## src/source/hangmanPkg.sv

```systemverilog
`default_nettype none

package hangmanPkg;

    // -------------------
    // game constants
    // -------------------
    localparam int WORD_LEN     = 5;
    localparam int LETTER_W     = 8;
    localparam int MAX_MISTAKES = 6;
    localparam int MISS_W       = 3;

    localparam int BUS_W  = 32;
    localparam int ADDR_W = 3;

    // status register layout. Bits above ST_MASK_HI read as zero.
    localparam int ST_BUSY    = 0;
    localparam int ST_WON     = 1;
    localparam int ST_LOST    = 2;
    localparam int ST_MISS_LO = 3;
    localparam int ST_MISS_HI = 5;
    localparam int ST_MASK_LO = 6;
    localparam int ST_MASK_HI = 10;

    // -------------------
    // encodings
    // -------------------
    typedef enum logic [ADDR_W-1:0] {
        ADDR_LETTER0 = 3'd0,
        ADDR_LETTER1 = 3'd1,
        ADDR_LETTER2 = 3'd2,
        ADDR_LETTER3 = 3'd3,
        ADDR_LETTER4 = 3'd4,
        ADDR_START   = 3'd5,
        ADDR_GUESS   = 3'd6,
        ADDR_STATUS  = 3'd7
    } wbAddr_t;

    typedef enum logic [2:0] {
        IDLE, SCAN0, SCAN1, SCAN2, SCAN3, SCAN4, REPORT
    } gameState_t;

endpackage

`default_nettype wire

```

## src/source/hangmanIf.sv

```systemverilog
`timescale 1ns/1ps
`default_nettype none

// guess traffic from the bus port to the comparison FSM.
interface guessIf import hangmanPkg::*; ();
    logic                              guessValid;
    logic                              guessReady;
    logic [LETTER_W-1:0]               guessLetter;
    logic [WORD_LEN-1:0][LETTER_W-1:0] secretWord;
    logic                              newGame;

    modport port (
        output guessValid, guessLetter, secretWord, newGame,
        input  guessReady
    );

    // "logic" is reserved, so the consuming side gets this name.
    modport logicSide (
        input  guessValid, guessLetter, secretWord, newGame,
        output guessReady
    );
endinterface

// per-guess result from the FSM to the score stage.
interface resultIf import hangmanPkg::*; ();
    logic                resultValid;
    logic [WORD_LEN-1:0] hitMask;
    logic                clearScore;

    modport source (output resultValid, hitMask, clearScore);
    modport sink   (input  resultValid, hitMask, clearScore);
endinterface

`default_nettype wire

```

## src/source/wbGuessPort.sv

```systemverilog
`timescale 1ns/1ps
`default_nettype none

module wbGuessPort import hangmanPkg::*; (
    input  logic                clk,
    input  logic                nRst,
    input  logic                wbCyc,
    input  logic                wbStb,
    input  logic                wbWe,
    input  logic [ADDR_W-1:0]   wbAdr,
    input  logic [BUS_W-1:0]    wbDatIn,
    output logic [BUS_W-1:0]    wbDatOut,
    output logic                wbAck,
    input  logic                busy,
    input  logic                won,
    input  logic                lost,
    input  logic [MISS_W-1:0]   mistakes,
    input  logic [WORD_LEN-1:0] revealed,
    guessIf.port                gIf
);
    wbAddr_t                           addr;
    logic                              req;
    logic                              canAck;
    logic                              wrEn;
    logic                              running;
    logic                              bufFull;
    logic                              newGamePulse;
    logic [WORD_LEN-1:0][LETTER_W-1:0] word;
    logic [LETTER_W-1:0]               guessBuf;
    logic [BUS_W-1:0]                  statusWord;

    assign addr   = wbAddr_t'(wbAdr);
    assign req    = wbCyc && wbStb && !wbAck;
    // a guess waits until the buffer has drained, everything else is answered at once.
    assign canAck = (addr != ADDR_GUESS) || !bufFull;
    assign wrEn   = wbAck && wbCyc && wbStb && wbWe;

    always_ff @(posedge clk, negedge nRst) begin
        if (!nRst) begin
            wbAck <= 1'b0;
        end else begin
            wbAck <= req && canAck;
        end
    end

    // --------------------
    // game control
    // --------------------
    always_ff @(posedge clk, negedge nRst) begin
        if (!nRst) begin
            running      <= 1'b0;
            bufFull      <= 1'b0;
            newGamePulse <= 1'b0;
        end else begin
            newGamePulse <= wrEn && (addr == ADDR_START);
            if (wrEn && (addr == ADDR_START)) begin
                running <= 1'b1;
                bufFull <= 1'b0;
            end else begin
                // won and lost still hold the old game for the cycle of the pulse.
                if ((won || lost) && !newGamePulse) begin
                    running <= 1'b0;
                end
                if (wrEn && (addr == ADDR_GUESS) && running) begin
                    bufFull <= 1'b1;
                end else if (bufFull && gIf.guessReady) begin
                    bufFull <= 1'b0;
                end
            end
        end
    end

    always_ff @(posedge clk) begin
        if (wrEn) begin
            case (addr)
                ADDR_LETTER0, ADDR_LETTER1, ADDR_LETTER2, ADDR_LETTER3, ADDR_LETTER4: begin
                    if (!running) begin
                        word[wbAdr] <= wbDatIn[LETTER_W-1:0];
                    end
                end
                ADDR_GUESS: begin
                    if (running) begin
                        guessBuf <= wbDatIn[LETTER_W-1:0];
                    end
                end
                default: ;
            endcase
        end
    end

    always_comb begin
        statusWord                        = '0;
        statusWord[ST_BUSY]               = busy || bufFull;
        statusWord[ST_WON]                = won;
        statusWord[ST_LOST]               = lost;
        statusWord[ST_MISS_HI:ST_MISS_LO] = mistakes;
        statusWord[ST_MASK_HI:ST_MASK_LO] = revealed;
    end

    assign wbDatOut = (wbAck && !wbWe && (addr == ADDR_STATUS)) ? statusWord : '0;

    assign gIf.guessValid  = bufFull;
    assign gIf.guessLetter = guessBuf;
    assign gIf.secretWord  = word;
    assign gIf.newGame     = newGamePulse;

endmodule

`default_nettype wire

```

## src/source/gameLogic.sv

```systemverilog
`timescale 1ns/1ps
`default_nettype none

module gameLogic import hangmanPkg::*; (
    input  logic      clk,
    input  logic      nRst,
    guessIf.logicSide gIf,
    resultIf.source   rIf,
    output logic      busy
);
    gameState_t                  state;
    gameState_t                  nextState;
    logic [LETTER_W-1:0]         guessHold;
    logic [WORD_LEN-1:0]         mask;
    logic                        scanning;
    logic [$clog2(WORD_LEN)-1:0] scanIdx;
    logic                        accept;

    assign accept = (state == IDLE) && gIf.guessValid;

    always_ff @(posedge clk, negedge nRst) begin
        if (!nRst) begin
            state <= IDLE;
        end else if (gIf.newGame) begin
            // a fresh game abandons any scan still in flight.
            state <= IDLE;
        end else begin
            state <= nextState;
        end
    end

    always_comb begin
        nextState = state;
        scanning  = 1'b0;
        scanIdx   = '0;
        case (state)
            IDLE: begin
                if (gIf.guessValid) begin
                    nextState = SCAN0;
                end
            end
            SCAN0: begin
                scanning  = 1'b1;
                scanIdx   = 3'd0;
                nextState = SCAN1;
            end
            SCAN1: begin
                scanning  = 1'b1;
                scanIdx   = 3'd1;
                nextState = SCAN2;
            end
            SCAN2: begin
                scanning  = 1'b1;
                scanIdx   = 3'd2;
                nextState = SCAN3;
            end
            SCAN3: begin
                scanning  = 1'b1;
                scanIdx   = 3'd3;
                nextState = SCAN4;
            end
            SCAN4: begin
                scanning  = 1'b1;
                scanIdx   = 3'd4;
                nextState = REPORT;
            end
            REPORT: begin
                nextState = IDLE;
            end
            default: begin
                nextState = IDLE;
            end
        endcase
    end

    // --------------------
    // letter comparison
    // --------------------
    always_ff @(posedge clk) begin
        if (accept) begin
            guessHold <= gIf.guessLetter;
            mask      <= '0;
        end else if (scanning) begin
            mask[scanIdx] <= (guessHold == gIf.secretWord[scanIdx]);
        end
    end

    assign gIf.guessReady  = (state == IDLE);
    assign busy            = (state != IDLE);
    assign rIf.resultValid = (state == REPORT);
    assign rIf.hitMask     = mask;
    assign rIf.clearScore  = gIf.newGame;

endmodule

`default_nettype wire

```

## src/source/scoreKeeper.sv

```systemverilog
`timescale 1ns/1ps
`default_nettype none

module scoreKeeper import hangmanPkg::*; (
    input  logic                clk,
    input  logic                nRst,
    resultIf.sink               rIf,
    output logic                won,
    output logic                lost,
    output logic [MISS_W-1:0]   mistakes,
    output logic [WORD_LEN-1:0] revealed
);
    logic                gameOver;
    logic [WORD_LEN-1:0] nextReveal;
    logic [MISS_W-1:0]   nextMiss;

    assign gameOver   = won || lost;
    assign nextReveal = revealed | rIf.hitMask;
    assign nextMiss   = mistakes + 1'b1;

    always_ff @(posedge clk, negedge nRst) begin
        if (!nRst) begin
            won      <= 1'b0;
            lost     <= 1'b0;
            mistakes <= '0;
            revealed <= '0;
        end else if (rIf.clearScore) begin
            won      <= 1'b0;
            lost     <= 1'b0;
            mistakes <= '0;
            revealed <= '0;
        end else if (rIf.resultValid && !gameOver) begin
            if (rIf.hitMask != '0) begin
                revealed <= nextReveal;
                if (nextReveal == {WORD_LEN{1'b1}}) begin
                    won <= 1'b1;
                end
            end else begin
                // a guess that hits no position costs one mistake.
                mistakes <= nextMiss;
                if (nextMiss == MISS_W'(MAX_MISTAKES)) begin
                    lost <= 1'b1;
                end
            end
        end
    end

endmodule

`default_nettype wire

```

## src/source/hangmanTop.sv

```systemverilog
`timescale 1ns/1ps
`default_nettype none

module hangmanTop import hangmanPkg::*; (
    input  logic                clk,
    input  logic                nRst,
    input  logic                wbCyc,
    input  logic                wbStb,
    input  logic                wbWe,
    input  logic [ADDR_W-1:0]   wbAdr,
    input  logic [BUS_W-1:0]    wbDatIn,
    output logic [BUS_W-1:0]    wbDatOut,
    output logic                wbAck,
    output logic                busy,
    output logic                won,
    output logic                lost,
    output logic [MISS_W-1:0]   mistakes,
    output logic [WORD_LEN-1:0] revealed
);
    guessIf  gIf ();
    resultIf rIf ();

    wbGuessPort uWbPort (
        .clk      (clk),
        .nRst     (nRst),
        .wbCyc    (wbCyc),
        .wbStb    (wbStb),
        .wbWe     (wbWe),
        .wbAdr    (wbAdr),
        .wbDatIn  (wbDatIn),
        .wbDatOut (wbDatOut),
        .wbAck    (wbAck),
        .busy     (busy),
        .won      (won),
        .lost     (lost),
        .mistakes (mistakes),
        .revealed (revealed),
        .gIf      (gIf)
    );

    gameLogic uGameLogic (
        .clk  (clk),
        .nRst (nRst),
        .gIf  (gIf),
        .rIf  (rIf),
        .busy (busy)
    );

    scoreKeeper uScoreKeeper (
        .clk      (clk),
        .nRst     (nRst),
        .rIf      (rIf),
        .won      (won),
        .lost     (lost),
        .mistakes (mistakes),
        .revealed (revealed)
    );

endmodule

`default_nettype wire

```

## config.mk

```make
export PLATFORM = sky130hd
export DESIGN_NAME = hangmanTop
export DESIGN_NICKNAME = d
export VERILOG_FILES = /design/src/source/hangmanPkg.sv /design/src/source/hangmanIf.sv /design/src/source/wbGuessPort.sv /design/src/source/gameLogic.sv /design/src/source/scoreKeeper.sv /design/src/source/hangmanTop.sv
export SDC_FILE = /design/constraint.sdc
export NUM_CORES = 1
export LEC_CHECK = 0
export ABC_AREA = 1
export BUFFER_PORTS_ARGS = -buffer_cell sky130_fd_sc_hd__buf_2
export CAP_MARGIN = 10
export CORE_MARGIN = 8
export CORE_UTILIZATION = 49
export CTS_BUF_LIST = sky130_fd_sc_hd__clkbuf_2 sky130_fd_sc_hd__clkbuf_4 sky130_fd_sc_hd__clkbuf_8
export DETAILED_ROUTE_END_ITERATION = 12
export PLACE_DENSITY = 0.72
export SLEW_MARGIN = 15
export SYNTH_ARGS = -nofsm -noshare
export SYNTH_HDL_FRONTEND = slang
export SYNTH_SLANG_ARGS = --single-unit
```

## constraint.sdc

```tcl
create_clock -name clk -period 6.6 [get_ports clk]
set_input_delay 0.33 -clock clk [delete_from_list [all_inputs] [get_ports clk]]
set_output_delay 0.33 -clock clk [all_outputs]
set_load 0.01 [all_outputs]
```

Word level (Yosys, flattened, before mapping)

Cells that the tools add are included.

Output and inout bits: 44
Register bits after elaboration: 78
Input port bits: 40

Multiplexer cells: 33
Bitwise gates (word level): 2
Reductions and logical operators: 42
Order comparisons: 4
Equality and inequality tests: 19
Add/subtract/negate cells: 1

Operator list:

| cell                                                                                 | count |
|---|---|
| 40-bit bitwise mux                                                                   | 1 |
| 8-bit binary-select mux with 3-bit select                                            | 1 |
| 8-bit demux with 3-bit select                                                        | 1 |
| 3-bit == test (second input constant)                                                | 8 |
| 3-bit one-hot mux with 6 select lines                                                | 1 |
| 1-bit logical AND                                                                    | 16 |
| 8-bit two-way mux                                                                    | 2 |
| 1-bit two-way mux                                                                    | 15 |
| 3-bit two-way mux                                                                    | 5 |
| 5-bit two-way mux                                                                    | 3 |
| 3-bit by 2-bit == test with 1-bit output (second input constant)                     | 4 |
| 3-bit one-hot mux with 4 select lines                                                | 1 |
| 3-bit AND reduction                                                                  | 4 |
| 11-bit two-way mux                                                                   | 1 |
| 2-bit nonzero test                                                                   | 5 |
| 5-bit OR reduction                                                                   | 2 |
| 8-bit == test                                                                        | 1 |
| 3-bit by 4-bit < comparator with 1-bit output (second input constant)                | 2 |
| 3-bit by 1-bit == test with 1-bit output (second input constant)                     | 2 |
| 3-bit by 1-bit greater-or-equal comparator with 1-bit output (second input constant) | 2 |
| 3-bit logical NOT                                                                    | 2 |
| 3-bit nonzero test                                                                   | 2 |
| 5-bit bitwise mux                                                                    | 1 |
| 5-bit == test (second input constant)                                                | 1 |
| 11 further kinds                                                                     | 18 |

Depth between registers and ports, before layout

Word-level depth: 7
Depth in mapped cells: 16

By module

A second synthesis with hierarchy kept.

Cells, all modules: 373
Area total of the unflattened synthesis: 3684.8 um^2

By module, submodules not included:

| module      | cells each | instances | area an instance (um^2) |
|---|---|---|---|
| wbGuessPort | 135        | 1         | 2011.9 |
| gameLogic   | 171        | 1         | 1134.8 |
| scoreKeeper | 67         | 1         | 538.0 |

Worst setup path after synthesis

Ideal clock, no wire load.

Kind: register to register
From: register uGameLogic.state[1]
To: register uGameLogic.mask[0], in the netlist uGameLogic.rIf.hitMask[0]
Arrival time: 2027 ps
Library setup time: 70 ps
Buffers on the path: 1
Required time: 6530 ps
Cell stages (with the launch flop): 17
Path slack: 4503 ps
Cells stage by stage: dfrtp_1 > inv_2 > ha_1 > inv_2 > nand3_2 > nand2_1 > buf_4 > nand2_1 > nand3_1 > nand3_1 > nand2_1 > nand2_1 > inv_1 > nand2_1 > nor2_1 > nand2_1 > a21oi_1

Cells in the longest elaborated chain, start to end: 7
Elaborated cells between the ends (all ways): 19
Classes of those cells: 2 x order compare; 6 x eq/ne; 7 x mux; 4 x reduce/logical

RTL lines:

| element                                                                                                                                             | line            | source |
|---|---|---|
| from (decl)                                                                                                                                         | gameLogic.sv:11 | `gameState_t state;` |
| from (signal assigned)                                                                                                                              | gameLogic.sv:28 | `state <= nextState;` |
| 3-bit == test or 3-bit by 2-bit == test with 1-bit output (tied branches)                                                                           | gameLogic.sv:36 | `case (state)` |
| 3-bit one-hot mux with 4 select lines                                                                                                               | gameLogic.sv:36 |  |
| 3-bit by 4-bit < comparator with 1-bit output (not written as such) or 3-bit by 1-bit greater-or-equal comparator with 1-bit output (tied branches) | gameLogic.sv:84 | `mask[scanIdx] <= (guessHold == gIf.secretWord[scanIdx]);` |
| 1-bit logical AND (not written as such)                                                                                                             | gameLogic.sv:84 |  |
| 1-bit two-way mux (not written as such)                                                                                                             | gameLogic.sv:84 |  |
| 1-bit demux with 3-bit select                                                                                                                       | --              |  |
| 5-bit bitwise mux                                                                                                                                   | gameLogic.sv:84 |  |
| to (signal, indexed assignment)                                                                                                                     | gameLogic.sv:84 |  |
| to (decl)                                                                                                                                           | gameLogic.sv:14 | `logic [WORD_LEN-1:0] mask;` |

Parallel ways exist; a longest one is shown, timed or not. The select of a mux whose other input is x is not followed.
A chain may end at the register's enable or synchronous reset.

Final worst setup path

From: register uGameLogic.state[1]
To: register uGameLogic.mask[1], in the netlist uGameLogic.rIf.hitMask[1]

Same word-level chain as after synthesis.

==> qor.txt <==
Chip height: 102 um
Final wirelength: 7180 um
Commonest non-fill, non-tap cell in the layout: nand2_1
Critical path type: flip-flop to flip-flop
Place WS: 3760 ps
IO Pins: 84
Setup TNS after final layout: 0 ps
Vias in the first global route: 2426
Grt total ovfl: 0
Setup bufs post-CTS: 0
Final worst path period share: 0.434
Crit path buf inv count: 2
Worst R2R Path Depth: 13
CTS tree: yes
DIE AREA: 10400 um2
Pwr dens: 243 nW/um2
DRC: 0
Core Rows: 31
CTS root buf: clkbuf_8
CP endpoint kind: flip-flop
End of the critical path: uGameLogic.rIf.hitMask[1]$_SDFFE_PP0P_
Area growth, synth to finish: 12.4%
Global-route usage over all layers: 0.146
Synth cell types: 34
Gates resized, CTS repair: 0
Slew Viols, Final: 0
ANT nets after route: 0
Core Box Area: 7210 um2
Largest net degree at the start of global routing: 21
Area contributors post-synth: edfxtp_1 46%, dfrtp_1 12%, nand2_1 8.0%
Post-Route Skew: 14.9 ps
Final nets: 456
Setup repair after global routing missed its margin: no
Max-slew headroom: 0.406
DR vias/cell: 4.99
Worst EP arrival: 3140 ps
Routability cong.: 0.791
CP required: 6880 ps
Critical path depth in cells: 13
Initial Utilization: 0.502
Die Width: 102 um
# port buffers: 38
Clock buffer depth: 2
Worst Setup SP: uGameLogic.state[1]$_DFFE_PN0P_
Diodes inserted: 0
DRT iter0 DRCs: 114
Critical Path Max Stage Delay: 550 ps
Mapped Area: 3620 um2
CTS H-tree depth: 3
First-pass GRT wire length: 11400 um
Worst slew pin tran: 888 ps
Share of Yosys cell area claimed by the top area cell type: 0.464
Critical-path cell list: inv_2, ha_1, inv_2, nand3_2, nand2_1, o21ai_0, nand3_1, nand2_1, nand2_1, nand2_1, nor2_1, nand2_1, a21oi_1
Critical Path Start Type: flip-flop
Top_reg_cell synth: edfxtp_1
Pre-Repair DR Iteration Count: 5
Result of the run: complete, no violations
Setup WS post-layout: 3740 ps
Peak VDD IR: 0.144 mV
Syn. warnings: 0
Max Clock Freq: 349 MHz
Ys async rst share: 0.218
Most frequent cells in the layout: 77 x nand2_1, 56 x edfxtp_1, 41 x inv_1
Average size of a mapped cell: 9.92 um2
EDFF count, synth: 56
Final min period: 2860 ps
Sequential-to-total area share from yosys stat: 0.610
Slowest cell on crit path: nand2_1
Max-cap check violation count: 0
Share of cells above drive strength 1: 0.163
WHS Path Cells: 1
Clock sink count: 78
Mapped Cells: 365
CTS Buf Count: 9
Initial antenna violation count: 0
Drt wl/cell: 13.9 um
FF-to-FF Start: uGameLogic.state[1]$_DFFE_PN0P_
Reg2reg setup slack: 3740 ps
DP Wirelength: 5150 um
Post-synth top area cell: edfxtp_1
Final setup violation count: 0
Critical R2R Capture: uGameLogic.rIf.hitMask[1]$_SDFFE_PP0P_
DR vias: 2574
Crit Path Max Fanout: 20
Leakage: 0.00183 uW
Min-Delay Path Class: primary input to flip-flop
Clock-pin slew on the worst setup and hold paths: 80 ps
Worst-Skew Late Latency: 350 ps
Final hold violation count: 0
Synth Register Bits: 78
Worst path most repeated cell: nand2_1
CP delay by family, top: simple AND/OR/NAND/NOR gates
Yosys cell counts, drive strengths merged, types with 4 or more instances:
| cell type | n |
|---|---|
| nor3 | 10 |
| edfxtp | 56 |
| dfrtp | 17 |
| a211oi | 5 |
| ha | 4 |
| nand2 | 81 |
| dfxtp | 5 |
| a21oi | 10 |
| inv | 44 |
| o21ai | 15 |
| nand3 | 41 |
| nor2 | 32 |
| nand4 | 9 |
| buf | 25 |
worst min-delay path by stage:
stage	from	endpoint	slack, ps
2_1_floorplan	nRst	uGameLogic.state[0]$_DFFE_PN0P_	30
3_3_place_gp	nRst	uScoreKeeper.mistakes[2]$_DFFE_PN0P_	270
3_5_place_dp	nRst	uScoreKeeper.mistakes[1]$_DFFE_PN0P_	280
4_1_cts	wbDatIn[6]	uWbPort.gIf.secretWord[22]$_DFFE_PP_	210
5_1_grt	wbDatIn[6]	uWbPort.gIf.guessLetter[6]$_DFFE_PP_	220
6_report	wbDatIn[6]	uWbPort.gIf.secretWord[6]$_DFFE_PP_	220
per-layer routing:
layer | vias to the layer above | global-route usage | share of wire
met3 | 8 | 0.0198 | 0.053
met1 | 1213 | 0.182 | 0.45
li1 | 1285 | - | -
met4 | 0 | 0.0835 | 0.016
met2 | 68 | 0.237 | 0.48
met5 | - | 0 | 0
where the power goes:
part	internal [uW]	switching (uW)	total, uW	leakage, uW
registers	531	6.61	537	0.000774
logic	19.7	45.2	64.9	0.000959
clock network	214	173	387	0.000101
total	764	225	989	0.00183
worst reg2reg max path, delay by kind of cell, from the launching register on:
family	cells	cell delay (ps)
buf+inv	2	260
fa+ha+maj	1	370
compound gates	2	400
flops	1	470
simple gates	8	1320
cell families (layout without fill, tap and decap cells):
kind of cell / Yosys count / count (layout) / share of synthesized area
AO/OA/AOI/OAI: 33 / 33 / 0.0501
XOR/XNOR: 1 / 1 / 0.00242
adder cells (fa/ha/maj): 4 / 4 / 0.0138
buffers and inverters: 71 / 103 / 0.0999
flip-flops: 78 / 78 / 0.610
other: 1 / 21 / 0.00104
AND/OR/NAND/NOR: 177 / 177 / 0.223
registers in the layout (all words and copies together) (netlist names):
| signal | count |
|---|---|
| uWbPort.gIf.secretWord | 40 |
| uGameLogic.guessHold | 8 |
| uWbPort.gIf.guessLetter | 8 |
| uGameLogic.rIf.hitMask | 5 |
| uScoreKeeper.revealed | 5 |
| uGameLogic.state | 3 |
| uScoreKeeper.mistakes | 3 |
| uScoreKeeper.lost | 1 |
| uScoreKeeper.won | 1 |
| uWbPort.gIf.guessValid | 1 |
| uWbPort.gIf.newGame | 1 |
| uWbPort.running | 1 |
| uWbPort.wbAck | 1 |
repair_timing:
item,CTS,global route
hold buffers,1,0
setup endpoints to repair,0,0
hold endpoints to repair,17,0
area by class of cell:
type | instances | area (um2)
Clock inverter | 7 | 97.6
Multi-Input combinational cell | 236 | 1130
Fill cell | 618 | 3140
Tap cell | 99 | 124
Inverter | 45 | 169
Timing Repair Buffer | 42 | 223
Sequential cell | 78 | 2210
Clock buffer | 9 | 124
per-stage QoR:
step | power [uW] | area, um2 | util | hold slack (ps) | cells
floorplan | 599 | 3700 | - | 34.4 | 385
global placement | 610 | 3840 | 0.532 | 273 | 499
detailed placement | 612 | 3840 | 0.532 | 279 | 499
CTS | 993 | 4070 | 0.564 | 208 | 516
global route | 1020 | 4070 | 0.564 | 221 | 516
finish | 989 | 4070 | 0.564 | 216 | 516
No activity file was read; power rests on OpenSTA's default activity.
